===== config.mk =====
export PLATFORM = sky130hd
export DESIGN_NAME = uart_cmd_bridge
export DESIGN_NICKNAME = d
export VERILOG_FILES = /design/src/design/uart_cmd_pkg.sv /design/src/design/uart_cmd_bridge.sv /design/src/design/uart_cmd_ctrl.sv /design/src/design/uart_frame_rx.sv /design/src/design/uart_frame_tx.sv /design/src/design/baud_tick_gen.sv
export SDC_FILE = /design/constraint.sdc
export NUM_CORES = 1
export LEC_CHECK = 0
export BUFFER_PORTS_ARGS = -buffer_cell sky130_fd_sc_hd__buf_2
export CAP_MARGIN = 20
export CORE_MARGIN = 2
export CORE_UTILIZATION = 35
export DETAILED_ROUTE_END_ITERATION = 8
export PLACE_DENSITY = 0.53
export SLEW_MARGIN = 20
export SYNTH_ARGS = -nofsm -noshare
export SYNTH_HDL_FRONTEND = slang
export SYNTH_SLANG_ARGS = --single-unit

===== constraint.sdc =====
create_clock -name clk -period 4 [get_ports clk]
set_input_delay 0.2 -clock clk [delete_from_list [all_inputs] [get_ports clk]]
set_output_delay 0.2 -clock clk [all_outputs]
set_load 0.03 [all_outputs]

===== src/design/uart_cmd_pkg.sv =====
package uart_cmd_pkg;

  // Host command word, bit 15 is the write flag.
  typedef struct packed {
    logic       is_write;
    logic [6:0] addr;
    logic [7:0] data;
  } uart_cmd_t;

  typedef logic [7:0] uart_byte_t;

  // One received frame with its line checks.
  typedef struct packed {
    uart_byte_t data;
    logic       parity_err;
    logic       stop_err;
  } rx_frame_t;

  typedef struct packed {
    uart_byte_t data;
    logic       parity_err;
    logic       frame_err;
    logic       timeout;
  } read_rsp_t;

  // Start, 8 data, parity, stop.
  localparam int FRAME_BITS = 11;
  localparam logic START_BIT = 1'b0;
  localparam logic STOP_BIT = 1'b1;

endpackage

===== src/design/uart_cmd_bridge.sv =====
`timescale 1ns/10ps

module uart_cmd_bridge
  import uart_cmd_pkg::*;
#(
  parameter int CLK_DIV          = 434,
  parameter int GAP_BITS         = 15,
  parameter int RSP_TIMEOUT_BITS = 64
) (
  input  logic      clk,
  input  logic      rst_n,
  input  uart_cmd_t cmd_in,
  input  logic      cmd_vld,
  output logic      cmd_rdy,
  input  logic      rx,
  output logic      tx,
  output logic      read_rdy,
  output read_rsp_t read_rsp
);

  logic       bit_tick;
  logic       tx_start;
  uart_byte_t tx_byte;
  logic       tx_busy;
  logic       rx_arm;
  logic       rx_busy;
  logic       rx_done;
  rx_frame_t  rx_frame;

  uart_cmd_ctrl #(
    .GAP_BITS         (GAP_BITS),
    .RSP_TIMEOUT_BITS (RSP_TIMEOUT_BITS)
  ) ctrl0 (
    .clk      (clk),
    .rst_n    (rst_n),
    .cmd_in   (cmd_in),
    .cmd_vld  (cmd_vld),
    .cmd_rdy  (cmd_rdy),
    .bit_tick (bit_tick),
    .tx_start (tx_start),
    .tx_byte  (tx_byte),
    .tx_busy  (tx_busy),
    .rx_arm   (rx_arm),
    .rx_busy  (rx_busy),
    .rx_done  (rx_done),
    .rx_frame (rx_frame),
    .read_rdy (read_rdy),
    .read_rsp (read_rsp)
  );

  // Divider realigns at each frame start and free-runs otherwise.
  baud_tick_gen #(
    .CLK_DIV (CLK_DIV)
  ) baud0 (
    .clk      (clk),
    .rst_n    (rst_n),
    .restart  (tx_start),
    .bit_tick (bit_tick)
  );

  uart_frame_tx #(
    .CLK_DIV (CLK_DIV)
  ) tx0 (
    .clk      (clk),
    .rst_n    (rst_n),
    .tx_start (tx_start),
    .tx_byte  (tx_byte),
    .bit_tick (bit_tick),
    .tx_busy  (tx_busy),
    .tx       (tx)
  );

  uart_frame_rx #(
    .CLK_DIV (CLK_DIV)
  ) rx0 (
    .clk      (clk),
    .rst_n    (rst_n),
    .rx       (rx),
    .rx_arm   (rx_arm),
    .rx_busy  (rx_busy),
    .rx_done  (rx_done),
    .rx_frame (rx_frame)
  );

endmodule


===== src/design/uart_cmd_ctrl.sv =====
`timescale 1ns/10ps

module uart_cmd_ctrl
  import uart_cmd_pkg::*;
#(
  parameter int GAP_BITS         = 15,
  parameter int RSP_TIMEOUT_BITS = 64
) (
  input  logic       clk,
  input  logic       rst_n,
  input  uart_cmd_t  cmd_in,
  input  logic       cmd_vld,
  output logic       cmd_rdy,
  input  logic       bit_tick,
  output logic       tx_start,
  output uart_byte_t tx_byte,
  input  logic       tx_busy,
  output logic       rx_arm,
  input  logic       rx_busy,
  input  logic       rx_done,
  input  rx_frame_t  rx_frame,
  output logic       read_rdy,
  output read_rsp_t  read_rsp
);

  localparam int CNT_MAX = (GAP_BITS > RSP_TIMEOUT_BITS) ? GAP_BITS : RSP_TIMEOUT_BITS;
  localparam int CNT_W = (CNT_MAX > 1) ? $clog2(CNT_MAX) : 1;
  localparam logic [CNT_W-1:0] GAP_LAST = CNT_W'(GAP_BITS - 1);
  localparam logic [CNT_W-1:0] TIMEOUT_LAST = CNT_W'(RSP_TIMEOUT_BITS - 1);

  typedef enum logic [2:0] {
    ST_IDLE,
    ST_HEADER,
    ST_GAP,
    ST_DATA,
    ST_WAIT_RSP,
    ST_RECV,
    ST_RESPOND
  } state_t;

  state_t           state;
  uart_cmd_t        cmd_buf;
  logic [CNT_W-1:0] tick_cnt;
  logic             tx_busy_d;
  logic             tx_end;
  logic             accept;
  logic             gap_done;
  logic             rsp_timeout;
  logic             rsp_done;

  assign accept = cmd_vld && cmd_rdy;
  assign tx_end = tx_busy_d && !tx_busy;
  assign gap_done = (state == ST_GAP) && bit_tick && (tick_cnt == GAP_LAST);
  assign rsp_timeout = (state == ST_WAIT_RSP) && !rx_busy && bit_tick
                       && (tick_cnt == TIMEOUT_LAST);
  assign rsp_done = (state == ST_RECV) && rx_done;

  // Header is the write flag followed by the address.
  assign tx_byte = (state == ST_DATA) ? cmd_buf.data : {cmd_buf.is_write, cmd_buf.addr};

  always_ff @(posedge clk or negedge rst_n)
  begin
    if (!rst_n)
    begin
      state     <= ST_IDLE;
      cmd_rdy   <= 1'b1;
      tx_start  <= 1'b0;
      rx_arm    <= 1'b0;
      read_rdy  <= 1'b0;
      tick_cnt  <= '0;
      tx_busy_d <= 1'b0;
    end
    else
    begin
      tx_start  <= 1'b0;
      read_rdy  <= 1'b0;
      tx_busy_d <= tx_busy;
      case (state)
        ST_IDLE, ST_RESPOND:
        begin
          state <= ST_IDLE;
          if (accept)
          begin
            cmd_rdy  <= 1'b0;
            tx_start <= 1'b1;
            state    <= ST_HEADER;
          end
        end
        ST_HEADER:
        begin
          if (tx_end)
          begin
            tick_cnt <= '0;
            if (cmd_buf.is_write)
            begin
              state <= ST_GAP;
            end
            else
            begin
              state  <= ST_WAIT_RSP;
              rx_arm <= 1'b1;
            end
          end
        end
        ST_GAP:
        begin
          if (gap_done)
          begin
            tx_start <= 1'b1;
            state    <= ST_DATA;
          end
          else if (bit_tick)
          begin
            tick_cnt <= tick_cnt + 1'b1;
          end
        end
        ST_DATA:
        begin
          if (tx_end)
          begin
            cmd_rdy <= 1'b1;
            state   <= ST_IDLE;
          end
        end
        ST_WAIT_RSP:
        begin
          // A start edge ends the timeout window.
          if (rx_busy)
          begin
            state <= ST_RECV;
          end
          else if (rsp_timeout)
          begin
            rx_arm   <= 1'b0;
            read_rdy <= 1'b1;
            cmd_rdy  <= 1'b1;
            state    <= ST_RESPOND;
          end
          else if (bit_tick)
          begin
            tick_cnt <= tick_cnt + 1'b1;
          end
        end
        ST_RECV:
        begin
          if (rsp_done)
          begin
            rx_arm   <= 1'b0;
            read_rdy <= 1'b1;
            cmd_rdy  <= 1'b1;
            state    <= ST_RESPOND;
          end
        end
        default:
        begin
          state <= ST_IDLE;
        end
      endcase
    end
  end

  always_ff @(posedge clk)
  begin
    if (accept)
    begin
      cmd_buf <= cmd_in;
    end
    if (rsp_timeout)
    begin
      read_rsp <= '{data: '0, parity_err: 1'b0, frame_err: 1'b0, timeout: 1'b1};
    end
    else if (rsp_done)
    begin
      // A low stop bit is reported as a framing error.
      read_rsp <= '{data: rx_frame.data, parity_err: rx_frame.parity_err,
                    frame_err: rx_frame.stop_err, timeout: 1'b0};
    end
  end

endmodule


===== src/design/uart_frame_rx.sv =====
`timescale 1ns/10ps

module uart_frame_rx
  import uart_cmd_pkg::*;
#(
  parameter int CLK_DIV = 434
) (
  input  logic      clk,
  input  logic      rst_n,
  input  logic      rx,
  input  logic      rx_arm,
  output logic      rx_busy,
  output logic      rx_done,
  output rx_frame_t rx_frame
);

  localparam int HALF = CLK_DIV / 2;
  localparam int CNT_W = $clog2(CLK_DIV);
  localparam int IDX_W = $clog2(FRAME_BITS);
  localparam logic [IDX_W-1:0] IDX_PARITY = IDX_W'(FRAME_BITS - 2);
  localparam logic [IDX_W-1:0] IDX_STOP = IDX_W'(FRAME_BITS - 1);

  logic             rx_meta;
  logic             rx_sync;
  logic             rx_last;
  logic             start_edge;
  logic [CNT_W-1:0] cnt;
  logic [IDX_W-1:0] bit_idx;
  logic             sample;
  logic             is_data;
  uart_byte_t       data_sr;
  logic             par_acc;

  // Two flops against metastability, a third for the edge.
  always_ff @(posedge clk or negedge rst_n)
  begin
    if (!rst_n)
    begin
      rx_meta <= 1'b1;
      rx_sync <= 1'b1;
      rx_last <= 1'b1;
    end
    else
    begin
      rx_meta <= rx;
      rx_sync <= rx_meta;
      rx_last <= rx_sync;
    end
  end

  assign start_edge = rx_arm && !rx_busy && rx_last && !rx_sync;
  assign sample = rx_busy && (cnt == '0);
  assign is_data = (bit_idx != '0) && (bit_idx < IDX_PARITY);

  always_ff @(posedge clk or negedge rst_n)
  begin
    if (!rst_n)
    begin
      rx_busy <= 1'b0;
      rx_done <= 1'b0;
      cnt     <= '0;
      bit_idx <= '0;
    end
    else
    begin
      rx_done <= 1'b0;
      if (start_edge)
      begin
        rx_busy <= 1'b1;
        cnt     <= CNT_W'(HALF - 1);
        bit_idx <= '0;
      end
      else if (sample)
      begin
        cnt     <= CNT_W'(CLK_DIV - 1);
        bit_idx <= bit_idx + 1'b1;
        if (bit_idx == IDX_STOP)
        begin
          rx_busy <= 1'b0;
          rx_done <= 1'b1;
        end
      end
      else if (rx_busy)
      begin
        cnt <= cnt - 1'b1;
      end
    end
  end

  // Data arrives LSB first.
  always_ff @(posedge clk)
  begin
    if (start_edge)
    begin
      par_acc <= 1'b0;
    end
    else if (sample && (is_data || bit_idx == IDX_PARITY))
    begin
      par_acc <= par_acc ^ rx_sync;
    end
    if (sample && is_data)
    begin
      data_sr <= {rx_sync, data_sr[7:1]};
    end
    if (sample && bit_idx == IDX_STOP)
    begin
      rx_frame.data       <= data_sr;
      rx_frame.parity_err <= par_acc;
      rx_frame.stop_err   <= !rx_sync;
    end
  end

endmodule


===== src/design/uart_frame_tx.sv =====
`timescale 1ns/10ps

module uart_frame_tx
  import uart_cmd_pkg::*;
#(
  parameter int CLK_DIV = 434
) (
  input  logic       clk,
  input  logic       rst_n,
  input  logic       tx_start,
  input  uart_byte_t tx_byte,
  input  logic       bit_tick,
  output logic       tx_busy,
  output logic       tx
);

  localparam int IDX_W = $clog2(FRAME_BITS);
  localparam logic [IDX_W-1:0] IDX_LAST = IDX_W'(FRAME_BITS - 1);

  logic [FRAME_BITS-1:0] tx_shift;
  logic [IDX_W-1:0]      bit_idx;
  logic                  parity_bit;

  // The receiver's half-bit offset needs at least two clocks per bit.
  if (CLK_DIV < 2)
  begin : g_div_range
    $fatal(1, "uart_frame_tx: CLK_DIV must be 2 or more");
  end

  // Even parity makes the total count of ones over data and check bit even.
  assign parity_bit = ^tx_byte;

  // The line is the low bit of the shift register, so it comes straight from a flop.
  always_ff @(posedge clk or negedge rst_n)
  begin
    if (!rst_n)
    begin
      tx_shift <= '1;
      bit_idx  <= '0;
      tx_busy  <= 1'b0;
    end
    else if (tx_start)
    begin
      tx_shift <= {STOP_BIT, parity_bit, tx_byte, START_BIT};
      bit_idx  <= '0;
      tx_busy  <= 1'b1;
    end
    else if (tx_busy && bit_tick)
    begin
      tx_shift <= {STOP_BIT, tx_shift[FRAME_BITS-1:1]};
      if (bit_idx == IDX_LAST)
      begin
        tx_busy <= 1'b0;
      end
      else
      begin
        bit_idx <= bit_idx + 1'b1;
      end
    end
  end

  assign tx = tx_shift[0];

endmodule


===== src/design/baud_tick_gen.sv =====
`timescale 1ns/10ps

module baud_tick_gen #(
  parameter int CLK_DIV = 434
) (
  input  logic clk,
  input  logic rst_n,
  input  logic restart,
  output logic bit_tick
);

  localparam int CNT_W = (CLK_DIV > 1) ? $clog2(CLK_DIV) : 1;
  localparam logic [CNT_W-1:0] CNT_LAST = CNT_W'(CLK_DIV - 1);

  logic [CNT_W-1:0] cnt;

  // Counter restarts at zero so the first tick lands CLK_DIV cycles after restart.
  always_ff @(posedge clk or negedge rst_n)
  begin
    if (!rst_n)
    begin
      cnt <= '0;
    end
    else if (restart)
    begin
      cnt <= '0;
    end
    else if (cnt == CNT_LAST)
    begin
      cnt <= '0;
    end
    else
    begin
      cnt <= cnt + 1'b1;
    end
  end

  assign bit_tick = (cnt == CNT_LAST);

endmodule


* Word level (Yosys, flattened, before mapping)
Index checks and enable logic that the tools add are counted.
W data, S select, Z words.
** Word-level totals
- Input bits :: 20
- Bits in read-only memories :: 0
- Output and inout port bits :: 14
- Bits in latches :: 0
- Bits in writable memories :: 0
- Logic and storage cells :: 158
- Bits in registers :: 103
- Memories :: 0
** Operators by class
- Reduce and logical (&&, ||, !) cells :: 41
- $add $sub $neg :: 5
- Bitwise operators :: 1
- Magnitude comparators :: 1
- Equal/unequal tests :: 24
- Shift operators :: 0
- Mux-type cells :: 56
- $mul :: 0
- Div/mod/pow operators :: 0
** Operator list (count)
- $mux W9 :: 5
- $mux W6 :: 5
- $mux W1 :: 25
- $mux W11 :: 2
- $mux W3 :: 7
- $mux W4 :: 5
- $pmux W3 S6 :: 1
- $pmux W6 S3 :: 1
- $logic_and A1 B1 Y1 :: 17
- $eq A4 B4 Y1 const B :: 3
- $ne A2 B1 Y1 const B :: 6
- $reduce_and A6 Y1 :: 2
- $ne A2 B2 Y1 const B :: 5
- $reduce_and A5 Y1 :: 2
- $add A9 B1 Y9 const B :: 1
- $eq A3 B3 Y1 const B :: 3
- $eq A9 B9 Y1 const B :: 1
- $logic_not A9 Y1 :: 1
- $reduce_bool A3 Y1 :: 3
- $sub A9 B1 Y9 const B :: 1
- $add A4 B1 Y4 const B :: 2
- $mux W8 :: 1
- $reduce_bool A2 Y1 :: 4
- $reduce_bool A4 Y1 :: 2
- 17 further kinds :: 23

* Logic depth before layout (Yosys ltp)
- Word-level depth :: 7
- Gate-level depth with buffers :: 8
- Gate-level depth less buffers :: 7

* Cells and area by module
Synthesis repeated with hierarchy kept, for this count alone.
** Second synthesis, totals
- Cells, all modules :: 403
- Area, all modules :: 4580.6 µm²
** By module, submodules not included
- uart_cmd_ctrl :: area an instance 1838.0 µm², cells each 169, seq. area each 1052.3 µm², instances 1
- uart_frame_rx :: area an instance 1498.9 µm², cells each 115, seq. area each 1014.7 µm², instances 1
- uart_frame_tx :: area an instance 783.3 µm², cells each 75, seq. area each 387.9 µm², instances 1
- baud_tick_gen :: area an instance 460.4 µm², cells each 44, seq. area each 225.2 µm², instances 1

* Worst setup path before layout
Ideal clock, no wire load.
- Kind :: reg2reg
- Start point :: reg rx0.cnt[0]
- End point :: reg rx0.rx_frame[0] (netlist name)
- Period minus slack after synthesis :: 2.804 ns
- Cell stages (with the launch flop) :: 7
- Data required time :: 3.610 ns
- Setup time :: 0.390 ns
- Path slack :: 1.196 ns
- Arrival :: 2.414 ns
- Path buffers :: 1
- Path through :: dfrtp_1 inv_1 ha_1 or3b_2 or4_4 buf_6 nor3_1
** Between the ends
- Cells in the longest elaborated chain, start to end :: 3
** Ends and longest elaborated chain
- from (decl) :: line uart_frame_rx.sv:27 : logic [CNT_W-1:0] cnt;
- from (signal assigned) :: line uart_frame_rx.sv:70 : cnt <= CNT_W'(HALF - 1);
- from (signal assigned) :: line uart_frame_rx.sv:75 : cnt <= CNT_W'(CLK_DIV - 1);
- from (signal assigned) :: line uart_frame_rx.sv:85 : cnt <= cnt - 1'b1;
- $logic_not A9 Y1 :: line uart_frame_rx.sv:52 : assign sample = rx_busy && (cnt == '0);
- $logic_and A1 B1 Y1 :: line uart_frame_rx.sv:52
- $logic_and A1 B1 Y1 :: line uart_frame_rx.sv:105 : if (sample && bit_idx == IDX_STOP)
No other way between the ends.
A chain may end at the register's enable or synchronous reset.

* Final worst setup path
- Start point :: reg rx0.rx_busy
- End point :: reg rx0.data_sr[1], enable pin
** Between the ends
- Cells in the longest elaborated chain, start to end :: 2
** Ends and longest elaborated chain
- from (decl) :: line uart_frame_rx.sv:12 : output logic rx_busy,
- from (signal assigned) :: line uart_frame_rx.sv:59 : rx_busy <= 1'b0;
- from (signal assigned) :: line uart_frame_rx.sv:69 : rx_busy <= 1'b1;
- from (signal assigned) :: line uart_frame_rx.sv:79 : rx_busy <= 1'b0;
- $logic_and A1 B1 Y1 :: line uart_frame_rx.sv:52
- $logic_and A1 B1 Y1 :: line uart_frame_rx.sv:101 : if (sample && is_data)
- to (signal assigned) :: line uart_frame_rx.sv:103 : data_sr <= {rx_sync, data_sr[7:1]};
- to (decl) :: line uart_frame_rx.sv:31 : uart_byte_t data_sr;
No other way between the ends.

==> impl_results.md <==
* Status: finished with violations
* Violated checks: hold timing
* DR vias/cell at 4.74
* Ant. Diodes at 0
* Final wirelength at roughly 7700 µm
* Predominant post-synthesis flop cell: dfrtp_1
* Simple-gate area share of the yosys netlist at ~17%
* Distinct cells, synth at 57
* Count of state elements after synthesis at slightly above 100
* Syn Nets at approximately 430
* H-tree lvl count at 3
* Via Count at 2897
* Initial DRC count at slightly above 100
* Final setup fails at 0
* Total gr overflow at 0
* Cell count after synthesis at roughly 400
* Post-synthesis mux area share at approximately 4.2%
* FILL cells at around 1200
* Clock Sinks at between 100 and 150
* CTS tree: done
* Number of antenna violations at the first check in global routing at 0
* VDD IR-drop max at roughly 0.00026 V
* Synth Area in Compound Gates at under 10%
* Worst skew pair latency at 340 ps
* Vias in the first global route at between 2000 and 3000
* Die Wd at 118 µm
* Fin. max-slew vios at 0
* Post-synth EDFFs at 34
* Yosys warns at 0
* Hold WS at -6.71 ps
* Largest family of logic cells by synthesized area: simple AND/OR/NAND/NOR gates
* Cells after DPL at roughly 590
* WL per Instance at ~13 µm
* Layout cell share with drive strength beyond 1 at between 15 and 20%
* FMAX at 386 MHz
* RR Startpoint: rx0.rx_busy
* HP Class: input pin to async pin
* Area Overhead vs Synth at 14.3%
* Routed Antenna Nets at 0
* Slew @ Worst Pin at 756 ps
* Unrepaired setup endpoints after global routing: no
* Setup TNS at 0 ps
* Worst-path clk slew at roughly 70 ps
* Drt pass-1 iters at 4
* Register area share after synthesis at between 50% and 60%
* Worst path required time at around 4000 ps
* Worst Path Arrival at about 2600 ps
* Detailed placement HPWL at around 5300 µm
* Routability Congestion at 0.766
* Critical path class: flop to flop
* Post-Synth Adder-Cell Area at under 10%
* CTS Root Cell: clkbuf_16
* Async SR Flop Fraction at 54.9%
* Clk_skew at 7.35 ps
* Worst reg-to-reg path cell count at 3
* CP max FO at 16
* Internal reg-to-reg setup slack at between 1000 and 1500 ps
* Clk buf depth at 2
* Min cycle time layout at 2590 ps
* Die footprint at approximately 14000 µm²
* Post-Syn Area at about 4500 µm²
* Commonest non-fill, non-tap cell in the layout: nor2_1
* Port bufs at 33
* Layout Nets at between 400 and 500
* Avg Synthesized Cell Area at 11.3 µm²
* Drt drc at 0
* Initial Utilization at around 36%
* Xor-xnor portion of the synthesized cell area at around 6.0%
* Final hold vios at 9
* Largest net degree at the start of global routing at between 50 and 60
* Most frequent cells in the layout: nor2_1 (43), nand2_1 (42), dfrtp_1 (42)
* Static leakage at 2.20 nW
* GRT Util Overall at roughly an eighth
* Post-CTS setup buffer count at 0
* I/O Pins at 34
* First-pass GRT wire length at between 10000 and 15000 µm
* Worst Setup End Kind: flop
* Num CTS Buffers at 9
* Cell area power density at ~390 nW/µm²
* Final period util at around two thirds
* Max_slew headroom at around half
* Finished Layout Cells at a little over 600
* Startpoint Class: flop
* Max-cap violations at 0
* Core area at roughly 13000 µm²
* Num rows at 41
* Die Span Y at between 100 and 150 µm
* Worst reg2reg path endpoint: rx0.data_sr[1]
-- worst max-delay path: stages (launching register included) --
cell and delay, ps:
dfrtp_1 620, or4b_4 550, or4_4 550, nor2_1 510
-- synth_stat cells, types with 2 or more instances --
master    count  area, µm²
nand2b_1      8       50.1
xnor2_1      20        175
a22o_1        2       17.5
nor4_1        3       18.8
nand3_1       9       45.0
ha_1         11        138
mux2_2        9        101
nand2_1      42        158
o21ai_0       8       40.0
clkbuf_1     11       41.3
nor2b_1       5       31.3
dfstp_2      14        368
a21oi_1      26        130
nor2_1       43        161
and3_1        7       43.8
nor3b_1       2       15.0
or2_2         4       25.0
a31oi_1       8       50.1
o31ai_1       3       22.5
nand3b_1      3       22.5
o22ai_1       2       12.5
inv_1        12       45.0
nor3_1        8       40.0
and2_1        2       12.5
nand4_1       4       25.0
xor2_1       11       96.3
edfxtp_1     34       1020
or3b_2        2       17.5
dfxtp_1      12        240
dfrtp_1      42       1050
mux2i_1       9       90.1
-- how the worst max path moves through the flow --
stage,slack (ps),start,cells after the start,end
after global placement,1420,rx0.rx_busy,3,rx0.data_sr[4]
after CTS,1370,rx0.rx_busy,3,rx0.data_sr[0]
final,1410,rx0.rx_busy,3,rx0.data_sr[1]
after detailed placement,1360,rx0.rx_busy,3,rx0.data_sr[5]
after global routing,1250,baud0.cnt[6],5,ctrl0.tick_cnt[1]
after floorplan,1200,rx0.cnt[0],6,rx0.rx_frame[0]
-- layout make-up --
cell class / count / area [µm²] / share of cell area, %
Timing Repair Buffer: 36 / 190 / 3.66
Clock inverter: 6 / 75.1 / 1.44
Sequential cell: 102 / 2680 / 51.6
Clock buffer: 10 / 250 / 4.81
Tap cell: 172 / 215 / 4.14
Multi-Input combinational cell: 273 / 1740 / 33.5
Inverter: 12 / 45.0 / 0.866
-- flip-flops by register name (all words and copies together), names as in the netlist, 3 cells and up --
signal	cells
tx0.tx_shift	10
rx0.rx_frame	10
ctrl0.tick_cnt	6
baud0.cnt	9
tx0.bit_idx	4
ctrl0.state	3
rx0.cnt	9
ctrl0.read_rsp	11
ctrl0.cmd_buf	16
rx0.bit_idx	4
rx0.data_sr	8
-- stage by stage --
| step | total power, mW | util, % | cell area [µm²] | setup WS [ps] | hold slack [ps] |
|---|---|---|---|---|---|
| 3_5_place_dp | 1.12 | 38.4 | 4860 | 1360 | 307 |
| 6_report | 2.02 | 41.0 | 5200 | 1410 | -6.71 |
| 3_3_place_gp | 1.12 | 38.4 | 4860 | 1420 | 306 |
| 5_1_grt | 2.10 | 41.0 | 5200 | 1250 | 11.1 |
| 4_1_cts | 2.06 | 41.0 | 5200 | 1370 | 17.6 |
| 2_1_floorplan | 1.10 | - | 4550 | 1200 | -95.6 |
-- report_power, final --
| part | total (mW) | switching [mW] | internal (mW) |
|---|---|---|---|
| logic | 0.0213 | 0.0135 | 0.00778 |
| registers | 1.08 | 0.00123 | 1.08 |
| clock network | 0.921 | 0.389 | 0.532 |
-- routing by layer --
| metal | share of wire, % | wire [µm] | vias up | global-route usage (%) |
|---|---|---|---|---|
| met5 | 0 | 0 | - | 0 |
| met4 | 1.4 | 104 | 0 | 3.84 |
| met3 | 3.6 | 280 | 8 | 3.59 |
| met2 | 47 | 3620 | 44 | 18.7 |
| met1 | 48 | 3670 | 1370 | 15.5 |
| li1 | - | - | 1475 | - |
-- cell families after synthesis --
kind of cell    count (synthesis)
simple gates                  152
flops                         102
compound gates                 61
xor+xnor                       31
buf+inv                        27
mux                            18
fa+ha+maj                      11
-- what timing repair did --
item	4_1_cts	5_1_grt
gates resized for setup	0	0
endpoints found under the hold margin	1	0
hold buffers	1	0
Note: power is estimated with default switching activity, not from simulation.
